File: config.mk
export PLATFORM = sky130hd
export DESIGN_NAME = invaders_core
export DESIGN_NICKNAME = d
export VERILOG_FILES = /design/src/common/invaders_geom_pkg.sv /design/src/common/invaders_ctrl_pkg.sv /design/src/player/edge_detector_debouncer.sv /design/src/player/ship.sv /design/src/player/bullet.sv /design/src/player/player.sv /design/src/hdl/alien_row.sv /design/src/hdl/invaders_core.sv
export VERILOG_INCLUDE_DIRS = /design/src /design/src/common
export SDC_FILE = /design/constraint.sdc
export NUM_CORES = 1
export LEC_CHECK = 0
export BUFFER_PORTS_ARGS = -buffer_cell sky130_fd_sc_hd__buf_2
export CORE_ASPECT_RATIO = 1.2
export CORE_MARGIN = 4
export CORE_UTILIZATION = 30
export CTS_CLUSTER_SIZE = 8
export DETAILED_ROUTE_END_ITERATION = 8
export PLACE_DENSITY = 0.6
export SLEW_MARGIN = 20
export SYNTH_ARGS = -nofsm -noshare
export SYNTH_HDL_FRONTEND = slang
export SYNTH_SLANG_ARGS = --single-unit
File: constraint.sdc
create_clock -name clk_36MHz -period 5.75 [get_ports clk_36MHz]
set_input_delay 0.2875 -clock clk_36MHz [delete_from_list [all_inputs] [get_ports clk_36MHz]]
set_output_delay 0.2875 -clock clk_36MHz [all_outputs]
set_load 0.01 [all_outputs]
File: src/common/invaders_defines.svh
/* Field and timing constants shared by the player and alien row blocks.
   DEBOUNCE_TICKS must be 2 or more; columns must fit in 5 bits, rows in 4. */
`ifndef INVADERS_DEFINES_SVH
`define INVADERS_DEFINES_SVH

// Playfield size in columns
`define FIELD_COLS 20
`define FIELD_MAX_X 19

// Ship starts mid field
`define SHIP_START_X 10

// Row just above the ship
`define BULLET_START_Y 14

// Single alien row, counted from the top
`define ALIEN_ROW_Y 2

// Consecutive enable ticks a button must read high
`define DEBOUNCE_TICKS 3

`endif

File: src/common/invaders_geom_pkg.sv
/* Playfield geometry types. Row 0 is the top of the field. */
`default_nettype none

`include "invaders_defines.svh"

package invaders_geom_pkg;

   // Column 0 is the left edge
   typedef logic [4:0] xcoord_t;

   typedef logic [3:0] ycoord_t;

   // One bit per column, 1 while the alien lives
   typedef logic [`FIELD_COLS-1:0] alien_mask_t;

endpackage

`default_nettype wire

File: src/common/invaders_ctrl_pkg.sv
/* Score type and state machine encodings for the player side. */
`default_nettype none

package invaders_ctrl_pkg;

   typedef logic [7:0] score_t;

   typedef enum logic [0:0] {
      BULLET_IDLE,
      BULLET_FLYING
   } bullet_state_t;

   // Released, counting stable highs, waiting for release
   typedef enum logic [1:0] {
      DEB_RELEASED,
      DEB_PRESSING,
      DEB_HELD
   } deb_state_t;

endpackage

`default_nettype wire

File: src/player/edge_detector_debouncer.sv
/* One press pulse per clean button press, sampled on enable ticks only.
   No auto repeat; the input must read low on a tick before the next press. */
`default_nettype none

`include "invaders_defines.svh"

module edge_detector_debouncer import invaders_ctrl_pkg::*; (
   input  logic clk_36MHz,
   input  logic reset,
   input  logic i_enable,
   input  logic i_in,
   output logic o_press
);

   localparam int CNT_W = $clog2(`DEBOUNCE_TICKS);
   localparam logic [CNT_W-1:0] LAST = CNT_W'(`DEBOUNCE_TICKS - 1);

   deb_state_t       state;
   logic [CNT_W-1:0] count;

   always_ff @(posedge clk_36MHz)
   begin
      if (!reset)
      begin
         state <= DEB_RELEASED;
         count <= '0;
      end
      else if (i_enable)
      begin
         case (state)
            DEB_RELEASED:
               if (i_in)
               begin
                  state <= DEB_PRESSING;
                  count <= CNT_W'(1);
               end
            DEB_PRESSING:
               if (!i_in)
                  state <= DEB_RELEASED;
               else if (count == LAST)
                  state <= DEB_HELD;
               else
                  count <= count + 1'b1;
            DEB_HELD:
               if (!i_in)
                  state <= DEB_RELEASED;
            default:
               state <= DEB_RELEASED;
         endcase
      end
   end

   // Pulse on the tick that completes the run of highs
   assign o_press = i_enable && i_in && (state == DEB_PRESSING) && (count == LAST);

   a_single_pulse: assert property (@(posedge clk_36MHz) disable iff (!reset)
      o_press |=> !o_press);

endmodule

`default_nettype wire

File: src/player/ship.sv
/* Ship column, one step per cleaned press, clamped to the field.
   Presses must already be one clock wide. */
`default_nettype none

`include "invaders_defines.svh"

module ship import invaders_geom_pkg::*; (
   input  logic    clk_36MHz,
   input  logic    reset,
   input  logic    i_left_press,
   input  logic    i_right_press,
   output xcoord_t o_ship_x
);

   localparam xcoord_t MAX_X = xcoord_t'(`FIELD_MAX_X);

   always_ff @(posedge clk_36MHz)
   begin
      if (!reset)
      begin
         o_ship_x <= xcoord_t'(`SHIP_START_X);
      end
      else
      begin
         // Both at once cancel out
         if (i_left_press && !i_right_press && (o_ship_x != '0))
            o_ship_x <= o_ship_x - 1'b1;
         else if (i_right_press && !i_left_press && (o_ship_x != MAX_X))
            o_ship_x <= o_ship_x + 1'b1;
      end
   end

   a_in_field: assert property (@(posedge clk_36MHz) disable iff (!reset)
      o_ship_x <= MAX_X);

endmodule

`default_nettype wire

File: src/player/bullet.sv
/* Single bullet; a shot while one is in flight is dropped.
   Position is only meaningful while o_bullet_flying is high. */
`default_nettype none

`include "invaders_defines.svh"

module bullet
   import invaders_geom_pkg::*;
   import invaders_ctrl_pkg::*;
(
   input  logic    clk_36MHz,
   input  logic    reset,
   input  logic    i_enable,
   input  logic    i_shoot_press,
   input  logic    i_hit,
   input  xcoord_t i_ship_x,
   output xcoord_t o_bullet_x,
   output ycoord_t o_bullet_y,
   output logic    o_bullet_flying
);

   bullet_state_t state;
   logic          launch;
   logic          climb;

   assign launch = (state == BULLET_IDLE) && i_shoot_press;
   assign climb  = (state == BULLET_FLYING) && i_enable && !i_hit;

   always_ff @(posedge clk_36MHz)
   begin
      if (!reset)
         state <= BULLET_IDLE;
      else
      begin
         case (state)
            BULLET_IDLE:
               if (i_shoot_press)
                  state <= BULLET_FLYING;
            BULLET_FLYING:
               // Off the top on the tick after row 0
               if (i_hit || (i_enable && (o_bullet_y == '0)))
                  state <= BULLET_IDLE;
            default:
               state <= BULLET_IDLE;
         endcase
      end
   end

   always_ff @(posedge clk_36MHz)
   begin
      if (launch)
      begin
         o_bullet_x <= i_ship_x;
         o_bullet_y <= ycoord_t'(`BULLET_START_Y);
      end
      else if (climb && (o_bullet_y != '0))
         o_bullet_y <= o_bullet_y - 1'b1;
   end

   assign o_bullet_flying = (state == BULLET_FLYING);

   a_x_stable: assert property (@(posedge clk_36MHz) disable iff (!reset)
      (o_bullet_flying && $past(o_bullet_flying)) |-> (o_bullet_x == $past(o_bullet_x)));

endmodule

`default_nettype wire

File: src/player/player.sv
/* Player side: button cleanup, ship, bullet and score.
   Score saturates at 255; clear wins over a hit in the same clock. */
`default_nettype none

module player
   import invaders_geom_pkg::*;
   import invaders_ctrl_pkg::*;
(
   input  logic    clk_36MHz,
   input  logic    reset,
   input  logic    i_enable,
   input  logic    i_left,
   input  logic    i_right,
   input  logic    i_start,
   input  logic    i_shoot,
   input  logic    i_clear_score,
   input  logic    i_hit,
   output xcoord_t o_ship_x,
   output xcoord_t o_bullet_x,
   output ycoord_t o_bullet_y,
   output logic    o_bullet_flying,
   output logic    o_start_press,
   output score_t  o_score
);

   logic left_press;
   logic right_press;
   logic shoot_press;

   edge_detector_debouncer left_deb_i (
      .clk_36MHz (clk_36MHz),
      .reset     (reset),
      .i_enable  (i_enable),
      .i_in      (i_left),
      .o_press   (left_press)
   );

   edge_detector_debouncer right_deb_i (
      .clk_36MHz (clk_36MHz),
      .reset     (reset),
      .i_enable  (i_enable),
      .i_in      (i_right),
      .o_press   (right_press)
   );

   // Start goes straight out to the game sequencer
   edge_detector_debouncer start_deb_i (
      .clk_36MHz (clk_36MHz),
      .reset     (reset),
      .i_enable  (i_enable),
      .i_in      (i_start),
      .o_press   (o_start_press)
   );

   edge_detector_debouncer shoot_deb_i (
      .clk_36MHz (clk_36MHz),
      .reset     (reset),
      .i_enable  (i_enable),
      .i_in      (i_shoot),
      .o_press   (shoot_press)
   );

   ship ship_i (
      .clk_36MHz     (clk_36MHz),
      .reset         (reset),
      .i_left_press  (left_press),
      .i_right_press (right_press),
      .o_ship_x      (o_ship_x)
   );

   bullet bullet_i (
      .clk_36MHz       (clk_36MHz),
      .reset           (reset),
      .i_enable        (i_enable),
      .i_shoot_press   (shoot_press),
      .i_hit           (i_hit),
      .i_ship_x        (o_ship_x),
      .o_bullet_x      (o_bullet_x),
      .o_bullet_y      (o_bullet_y),
      .o_bullet_flying (o_bullet_flying)
   );

   always_ff @(posedge clk_36MHz)
   begin
      if (!reset || i_clear_score)
         o_score <= '0;
      else if (i_hit && (o_score != '1))
         o_score <= o_score + 1'b1;
   end

endmodule

`default_nettype wire

File: src/hdl/alien_row.sv
/* Alive mask of the single alien row and bullet hit detection.
   o_hit is combinational; the killed bit clears on the same edge. */
`default_nettype none

`include "invaders_defines.svh"

module alien_row import invaders_geom_pkg::*; (
   input  logic        clk_36MHz,
   input  logic        reset,
   input  logic        i_new_wave,
   input  xcoord_t     i_bullet_x,
   input  ycoord_t     i_bullet_y,
   input  logic        i_bullet_flying,
   output logic        o_hit,
   output alien_mask_t o_alive
);

   logic in_row;
   logic in_field;

   assign in_row   = (i_bullet_y == ycoord_t'(`ALIEN_ROW_Y));
   assign in_field = (i_bullet_x <= xcoord_t'(`FIELD_MAX_X));

   // Only a live alien under a flying bullet counts
   assign o_hit = i_bullet_flying && in_row && in_field && o_alive[i_bullet_x];

   always_ff @(posedge clk_36MHz)
   begin
      if (!reset)
      begin
         o_alive <= '1;
      end
      else if (i_new_wave)
      begin
         o_alive <= '1;
      end
      else if (o_hit)
      begin
         o_alive[i_bullet_x] <= 1'b0;
      end
   end

   // Kill ends the flight and the mask bit together
   a_hit_one_clock: assert property (@(posedge clk_36MHz) disable iff (!reset)
      o_hit |=> !o_hit);

endmodule

`default_nettype wire

File: src/hdl/invaders_core.sv
/* Player side of the game core. i_enable is the game tick from outside,
   one clock wide; video, alien movement and lives are not handled here. */
`default_nettype none

module invaders_core
   import invaders_geom_pkg::*;
   import invaders_ctrl_pkg::*;
(
   input  logic        clk_36MHz,
   input  logic        reset,
   input  logic        i_enable,
   input  logic        i_left,
   input  logic        i_right,
   input  logic        i_start,
   input  logic        i_shoot,
   input  logic        i_clear_score,
   input  logic        i_new_wave,
   output xcoord_t     o_ship_x,
   output xcoord_t     o_bullet_x,
   output ycoord_t     o_bullet_y,
   output logic        o_bullet_flying,
   output logic        o_start_press,
   output logic        o_hit,
   output score_t      o_score,
   output alien_mask_t o_alive
);

   player player_i (
      .clk_36MHz       (clk_36MHz),
      .reset           (reset),
      .i_enable        (i_enable),
      .i_left          (i_left),
      .i_right         (i_right),
      .i_start         (i_start),
      .i_shoot         (i_shoot),
      .i_clear_score   (i_clear_score),
      .i_hit           (o_hit),
      .o_ship_x        (o_ship_x),
      .o_bullet_x      (o_bullet_x),
      .o_bullet_y      (o_bullet_y),
      .o_bullet_flying (o_bullet_flying),
      .o_start_press   (o_start_press),
      .o_score         (o_score)
   );

   alien_row alien_row_i (
      .clk_36MHz       (clk_36MHz),
      .reset           (reset),
      .i_new_wave      (i_new_wave),
      .i_bullet_x      (o_bullet_x),
      .i_bullet_y      (o_bullet_y),
      .i_bullet_flying (o_bullet_flying),
      .o_hit           (o_hit),
      .o_alive         (o_alive)
   );

endmodule

`default_nettype wire

# Yosys cells after proc, flatten, opt, wreduce, memory -nomap -nowiden
# Index checks and enable logic that the tools add are counted.
# word_totals
output_inout_bits,45
wordCells,158
in_bits,9
ff_bits,59
# classes
n_reduce_logical,53
muxes,41
n_bitwise,4
addsub,8
eq_ne,35
n_lt_le_gt_ge,3
# ops
operator,count
2-bit 2-to-1 mux,24
2-bit inequality test (second input constant),16
1-bit logical AND,26
2-bit one-hot mux with 3 select lines,4
20-bit bitwise AND,1
20-bit inverter,1
5-bit AND reduction,4
2-bit equality test (second input constant),8
2-bit one-hot mux with 2 select lines,4
4-bit AND reduction,4
3-bit by 2-bit inequality test with 1-bit output (second input constant),4
5-bit 2-to-1 mux,2
2-bit nonzero test,5
2-bit by 1-bit adder with 2-bit output (second input constant),4
8-bit by 1-bit adder with 8-bit output (second input constant),1
2-bit by 1-bit equality test with 1-bit output (second input constant),4
2-bit zero test,4
8-bit inequality test (second input constant),1
5-bit by 6-bit less-than comparator with 1-bit output (second input constant),1
5-bit by 1-bit adder with 5-bit output (second input constant),1
1-bit binary-select mux with 5-bit select,1
1-bit demux with 5-bit select,1
5-bit by 1-bit >= comparator with 1-bit output (second input constant),1
5-bit less-or-equal comparator (second input constant),1
other kinds (13),21

# Logic depth before layout (Yosys ltp)
# Gate-level depths: netlist of run 1.
# depth
depth_word,8
ltp_mapped,12

# By module
# Synthesis of run 1 repeated with hierarchy kept, for this count alone.
# unflattened
cells_unflattened,319
hier_area_um2,3047.9
# modules_own_cells
mod,cells_each,seq_area_each_um2,area_per_inst_um2,n_inst
alien_row,107,400.4,1011.0,1
edge_detector_debouncer,22,80.1,203.9,4
player,46,160.2,421.7,1
ship,45,100.1,404.1,1
bullet,33,250.2,395.4,1

# Worst setup path before layout of run 1
# Ideal clock, no wire load.
# synth_timing
path_kind,input -> register
startpoint,input port i_enable
endpoint,register player_i.ship_i.o_ship_x[4]
required_ns,5.678
n_path_buf,1
cell_stages,11
setup_ns,0.072
arrival_ns,2.129
path_slack_ns,3.549
path_cell_list,buf_2 nand3b_1 a211oi_2 nand2_1 mux2i_1 ha_1 inv_1 o21bai_1 a221oi_1 o211ai_1 mux2i_1
# synth_between
elab_chain_cells,7
# synth_rtl
item,line_no,text
start: declaration,invaders_core.sv:11,"input logic i_enable,"
1-bit logical AND (3 in a row),edge_detector_debouncer.sv:54,assign o_press = i_enable && i_in && (state == DEB_PRESSING) && (count == LAST);
1-bit zero test (on tied branches),"ship.sv:26, ship.sv:28",
1-bit logical AND (on tied branches) (2 in a row),"ship.sv:26, ship.sv:28",
5-bit 2-to-1 mux / 2-bit nonzero test (equally long branches),-,
end signal: assignment,ship.sv:21,o_ship_x <= xcoord_t'(`SHIP_START_X);
end signal: assignment,ship.sv:27,o_ship_x <= o_ship_x - 1'b1;
end signal: assignment,ship.sv:29,o_ship_x <= o_ship_x + 1'b1;
end: declaration,ship.sv:12,output xcoord_t o_ship_x
# Parallel ways exist; a longest one is shown, timed or not.
# A chain may end at the register's enable or synchronous reset.

# Worst setup path in the final report of run 1
# layout_timing
startpoint,register player_i.bullet_i.o_bullet_x[0]
endpoint,output port o_hit
# layout_between
elab_chain_cells,3
# layout_rtl
item,line_no,text
start: declaration,bullet.sv:17,"output xcoord_t o_bullet_x,"
start signal: assignment,bullet.sv:53,o_bullet_x <= i_ship_x;
1-bit binary-select mux with 5-bit select / 5-bit less-or-equal comparator (equally long branches),"alien_row.sv:25, alien_row.sv:22",
1-bit 2-to-1 mux (not written as such) / 1-bit logical AND (equally long branches),alien_row.sv:25,assign o_hit = i_bullet_flying && in_row && in_field && o_alive[i_bullet_x];
1-bit logical AND *,alien_row.sv:25,
end: declaration,invaders_core.sv:23,"output logic o_hit,"
# Mark *: on every way between the ends. The rest lies on a longest branch, timed or not. The select of a mux whose other input is x is not followed.

==> results of run 1 <==
-- worst min-delay path by stage --
stage                                              from                       endpoint  slack [ps]  cells past startpoint
after floorplan                                   reset    player_i.ship_i.o_ship_x[1]         350                      1
after global placement    player_i.start_deb_i.count[1]  player_i.start_deb_i.count[1]         460                      2
after detailed placement  player_i.shoot_deb_i.state[1]  player_i.shoot_deb_i.state[1]         470                      2
after CTS                                         reset    player_i.ship_i.o_ship_x[1]         200                      2
after global routing                              reset    player_i.ship_i.o_ship_x[1]         200                      2
final                                             reset    player_i.ship_i.o_ship_x[1]         200                      2
-- metal layers --
layer  track usage [%]  vias to the layer above  routed length (um)
met5                 0                        -                   0
met4              6.09                        0                  79
met3              3.46                       10                 386
met2              22.8                       45                3640
met1              15.4                     1220                3000
li1                  -                     1239                   -
-- where the power goes --
group	switching, mW	internal [mW]
Combinational	0.0191	0.0109
Clock	0.169	0.267
Sequential	0.00362	0.418
-- Yosys cell counts (2+ instances only) --
library cell,count,area (um^2)
buf_6,2,22.5
a221oi_1,2,17.5
dfxtp_1,54,1080
nand3_1,13,65.1
a2111oi_0,2,17.5
mux2_2,3,33.8
o32a_1,20,200
buf_2,3,15.0
mux2i_1,8,80.1
nand2_1,20,75.1
inv_1,17,63.8
nand3b_1,6,45.0
nor3b_1,4,30.0
clkbuf_1,6,22.5
nor2_1,28,105
o21ai_0,12,60.1
ha_1,10,125
a31oi_1,2,12.5
nand2b_1,3,18.8
or2_2,2,12.5
nand4b_1,2,17.5
nor2b_1,5,31.3
nand4_1,2,12.5
or3b_2,2,17.5
nor3_1,5,25.0
a21oi_1,21,105
mux4_2,4,90.1
edfxtp_1,5,150
a22oi_1,2,15.0
and4b_1,2,20.0
or3_1,7,43.8
-- sequential cells by signal (all words and copies together) (netlist names), 4 cells and up --
name and flops:
player_i.bullet_i.o_bullet_y 4, player_i.o_score 8, player_i.bullet_i.o_bullet_x 5, player_i.ship_i.o_ship_x 5
alien_row_i.o_alive 20
-- critical path, delay by kind of cell, from the launching register on --
| kind | cells | cell delay (ps) |
|---|---|---|
| AOI/OAI and AO/OA | 2 | 880 |
| buffers and inverters | 2 | 320 |
| DFF | 1 | 630 |
| muxes | 1 | 550 |
-- final cells by class --
type	count	area, um^2	area share, %
multi-input combinational	211	1500	43.6
inverter	18	67.6	1.96
clock buffer	12	155	4.51
sequential	59	1230	35.8
timing repair buffer	53	265	7.70
tap	120	150	4.36
clock inverter	4	71.3	2.07
-- cell usage in the layout (no fill, tap or decap), types with 6 or more instances in the layout --
cell type / instances
dfxtp_1: 54
clkbuf_8: 11
o21ai_0: 12
a21oi_1: 21
or3_1: 7
nor2_1: 28
ha_1: 10
nand3b_1: 6
o32a_1: 20
inv_1: 17
nand2_1: 20
nand3_1: 13
mux2i_1: 8
buf_2: 53
-- kinds of logic after synthesis --
kind of cell	count (synthesis)
AO/OA/AOI/OAI	77
XOR/XNOR	2
adder cells (fa/ha/maj)	10
buffers and inverters	30
flip-flops	59
multiplexers	15
AND/OR/NAND/NOR	107
==> impl_metrics.tcl, run 1 <==
set metrics [dict create \
    crit_end "o_hit" \
    crit_fanout 26 \
    clk_pin_slew_worst_paths_ps 70 \
    area_growth_pct 20.2 \
    critPathLaunchType "flip-flop" \
    r2r_start "player_i.bullet_i.o_bullet_x[0]" \
    critPathMaxStageDelay_ps 630 \
    synth_seq_area_share_pct 43.0 \
    cts_tree "yes" \
    diodes 0 \
    grt_start_max_net_pins 27 \
    ys_ff_latch 59 \
    synth_top_family_by_area "compound AO/OA/AOI/OAI gates" \
    postLayoutCoreUtil_pct 37.5 \
    dp_hpwl_um 5180 \
    synth_cell_types 57 \
    hold_viol 0 \
    core-area_mm2 0.00918 \
    first_iter_violations 86 \
    avgSynthCellArea_um2 9.55 \
    pre_cts_ws_ps 3100 \
    maxSlewViolCount 0 \
    crit_chain "mux4_2, a22o_1, o211ai_4, inv_2, buf_2" \
    syn_inst 300 \
    post_cts_resized 0 \
    die_h_um 115 \
    finalCriticalPeriod_ps 3010 \
    cp-startpoint "player_i.bullet_i.o_bullet_x[0]" \
    first_pass_iters 4 \
    finalInstanceArea_mm2 0.00344 \
    grt_pass1_wl_um 11900 \
    max_freq_mhz 332 \
    criticalPathCategory "reg2out" \
    async_flop_share_pct 0 \
    synth_nets 319 \
    hp-class "in2reg" \
    route.detailed.drc 0 \
    ios 54 \
    root_buffer "clkbuf_8" \
    antenna_left 0 \
    cts_made_buffers 9 \
    routabilityCongestion 0.792 \
    cts.sinks 59 \
    ir_drop_mv 0.125 \
    slew_headroom_pct 29.5 \
    clock_skew_ps 10.8 \
    fp.dieW_um 97.2 \
    reg2reg_slack_ps 3120 \
    crit_required_ps 5460 \
    grt-ovfl-total 0 \
    synthSimpleGateAreaFrac_pct 19.9 \
    tightest_slew_ps 1030 \
    synth_edf_count 5 \
    cp.arrival_ps 2720 \
    max-cap-violations 0 \
    crit_path_end_kind "primary output" \
    synth_compound_area_share_pct 20.4 \
    yosysWarnings 0 \
    syn_area_mm2 0.00287 \
    antenna_found_initial 0 \
    postPlaceCellArea_mm2 0.00322 \
    synthAdderAreaFrac_pct 4.37 \
    synth_mux_area_share_pct 7.12 \
    num_rows 38 \
    power.total_uw 888 \
    grt_pass1_vias 2466 \
    r2r_end "player_i.o_score[6]" \
    initial_utilization_pct 31.2 \
    die_area_mm2 0.0112 \
    rsz0062_at_grt "false" \
    ys.flop_type "dfxtp_1" \
    worst_slack_ps 2740 \
    nNetsFinal 371 \
    setup_viol_count_final 0 \
    ctsHoldBuffers 0 \
    status "complete, no violations" \
    drive_gt1_share_pct 23.2 \
    rr_worst_depth 6 \
    p_per_area_mw_per_mm2 258 \
    critical-path-slowest-cell "edfxtp_1" \
    period_share_pct 52.3 \
    dp_cells 461 \
    clk_latency_ps 340 \
    cts_buffer_depth 2 \
    post_cts_buffers 0 \
    leakage_nw 1.27 \
    synthXorXnorAreaFrac_pct 0.611 \
    fin_cells 477 \
    wl_um 7110 \
    fin_tns_setup_ps 0 \
    grt_use_total_pct 13.2 \
    htreeDepth 3 \
    vias 2514 \
    wire_per_inst_um 14.9 \
    whs_ps 202 \
    io_buffers 53 \
    avgViaCountPerCell 5.27 \
    filler_cell_count 926 \
]
Power figures use the tool's default switching activity.
==> run 2, diff against run 1 <==
Clock period 5.75 ns to 2.95 ns, I/O delays scaled along.
==> impl_metrics.tcl, run 2 (same netlist as run 1, synthesis figures left out) <==
set metrics [dict create \
    num_rows 38 \
    maxSlewViolCount 0 \
    max_freq_mhz 385 \
    multi_input_area_mm2 0.00150 \
    area_growth_pct 19.1 \
    cts_buffer_depth 2 \
    p_seq_share_pct 52.7 \
    setup_viol_count_final 0 \
    layout_common_cells "54 x dfxtp_1, 53 x buf_2, 28 x nor2_1, 21 x a21oi_1" \
    vias 2477 \
    crit_fanout 11 \
    cp.arrival_ps 2450 \
    post_cts_resized 0 \
    critPathLaunchType "flip-flop" \
    tightest_slew_ps 1090 \
    clk_pin_slew_worst_paths_ps 60 \
    ir_drop_mv 0.247 \
    ff_latch_area_mm2 0.00123 \
    avgViaCountPerCell 5.18 \
    routabilityCongestion 0.809 \
    clk_latency_ps 330 \
    htreeDepth 3 \
    power.total_mw 1.56 \
    pwr-share-comb_pct 3.7 \
    swShare_pct 22.8 \
    top_register "alien_row_i.o_alive" \
    cts_made_buffers 9 \
    antenna_found_initial 0 \
    intPower_mw 1.20 \
    fp.dieW_um 97.2 \
    rsz0062_at_grt "false" \
    final_common_cell "dfxtp_1" \
    max-cap-violations 0 \
    root_buffer "clkbuf_8" \
    route.detailed.drc 0 \
    period_share_pct 88.0 \
    finalCriticalPeriod_ps 2600 \
    core-area_mm2 0.00918 \
    diodes 0 \
    cts.sinks 59 \
    grt-ovfl-total 0 \
    io_buffers 53 \
    grt_use_total_pct 12.9 \
    filler_cell_count 949 \
    clock_skew_ps 8.68 \
    p_per_area_mw_per_mm2 457 \
    power_frac_clock_pct 43.5 \
    grt_pass1_wl_um 11600 \
    dp_hpwl_um 5060 \
    wl_um 7020 \
    drive_gt1_share_pct 23.5 \
    grt_pass1_vias 2358 \
    hold_viol 0 \
    first_pass_iters 4 \
    die_area_mm2 0.0112 \
    status "complete, no violations" \
    grt_start_max_net_pins 23 \
    hp-class "in2reg" \
    criticalPathCategory "reg2out" \
    ios 54 \
    reg_top3 "alien_row_i.o_alive (20), player_i.o_score (8)" \
    initial_utilization_pct 31.2 \
    slew_headroom_pct 25.3 \
    antenna_left 0 \
    nNetsFinal 373 \
    largest_reg_flops 20 \
    p_switching_uw 356 \
    post_cts_buffers 0 \
    die_h_um 115 \
    crit_required_ps 2800 \
    wire_per_inst_um 14.7 \
    cts_tree "yes" \
    ctsHoldBuffers 0 \
    crit_path_end_kind "primary output" \
    leakage_nw 1.25 \
    fin_tns_setup_ps 0 \
    first_iter_violations 79 \
]
## run 2: worst paths after layout
kind / startpoint / endpoint / slack [ps] / depth (start not counted)
worst min-delay path: reset / player_i.ship_i.o_ship_x[1] / 60 / 2
worst max register to register: player_i.left_deb_i.count[0] / player_i.ship_i.o_ship_x[4] / 530 / 12
worst min register to register: player_i.start_deb_i.count[1] / player_i.start_deb_i.count[1] / 470 / 2
worst max-delay path: player_i.bullet_i.o_bullet_x[0] / o_hit / 350 / 5
## run 2: critical path, cell delays in order, from the launching register on
cell and delay (ps):
edfxtp_1 690, mux4_2 560, a22o_1 290, o211ai_4 310, inv_2 100, buf_2 150
## run 2: cell type report
class / count / area share [%]
inverter: 18 / 1.98
clock inverter: 2 / 0.293
multi-input combinational: 211 / 44.1
timing repair buffer: 55 / 8.21
clock buffer: 13 / 4.95
sequential: 59 / 36.1
tap: 120 / 4.40
## run 2: routing by layer
metal | share of wire (%) | track usage (%) | up-vias
met5 | 0 | 0 | -
met1 | 44 | 15.6 | 1186
met4 | 1.7 | 5.08 | 0
li1 | - | - | 1229
met2 | 50 | 21.6 | 52
met3 | 4.8 | 4.07 | 10
## run 2: power by group through the flow
stage	Combinational [mW]	Sequential, mW	Clock (mW)
after floorplan	0.0411	0.838	0
after global placement	0.0574	0.839	0
after detailed placement	0.0591	0.839	0
after CTS	0.0591	0.821	0.702
after global routing	0.0668	0.822	0.728
final	0.0582	0.821	0.678
## run 2: per-stage QoR
step	setup slack (ps)	util, %	hold slack (ps)	cells	area [um^2]
after global routing	203	37.2	78.9	478	3410
after floorplan	753	-	209	300	2870
after CTS	311	37.2	44.3	478	3410
final	355	37.2	61.8	478	3410
after global placement	556	35.2	399	463	3230
after detailed placement	516	35.2	398	463	3230
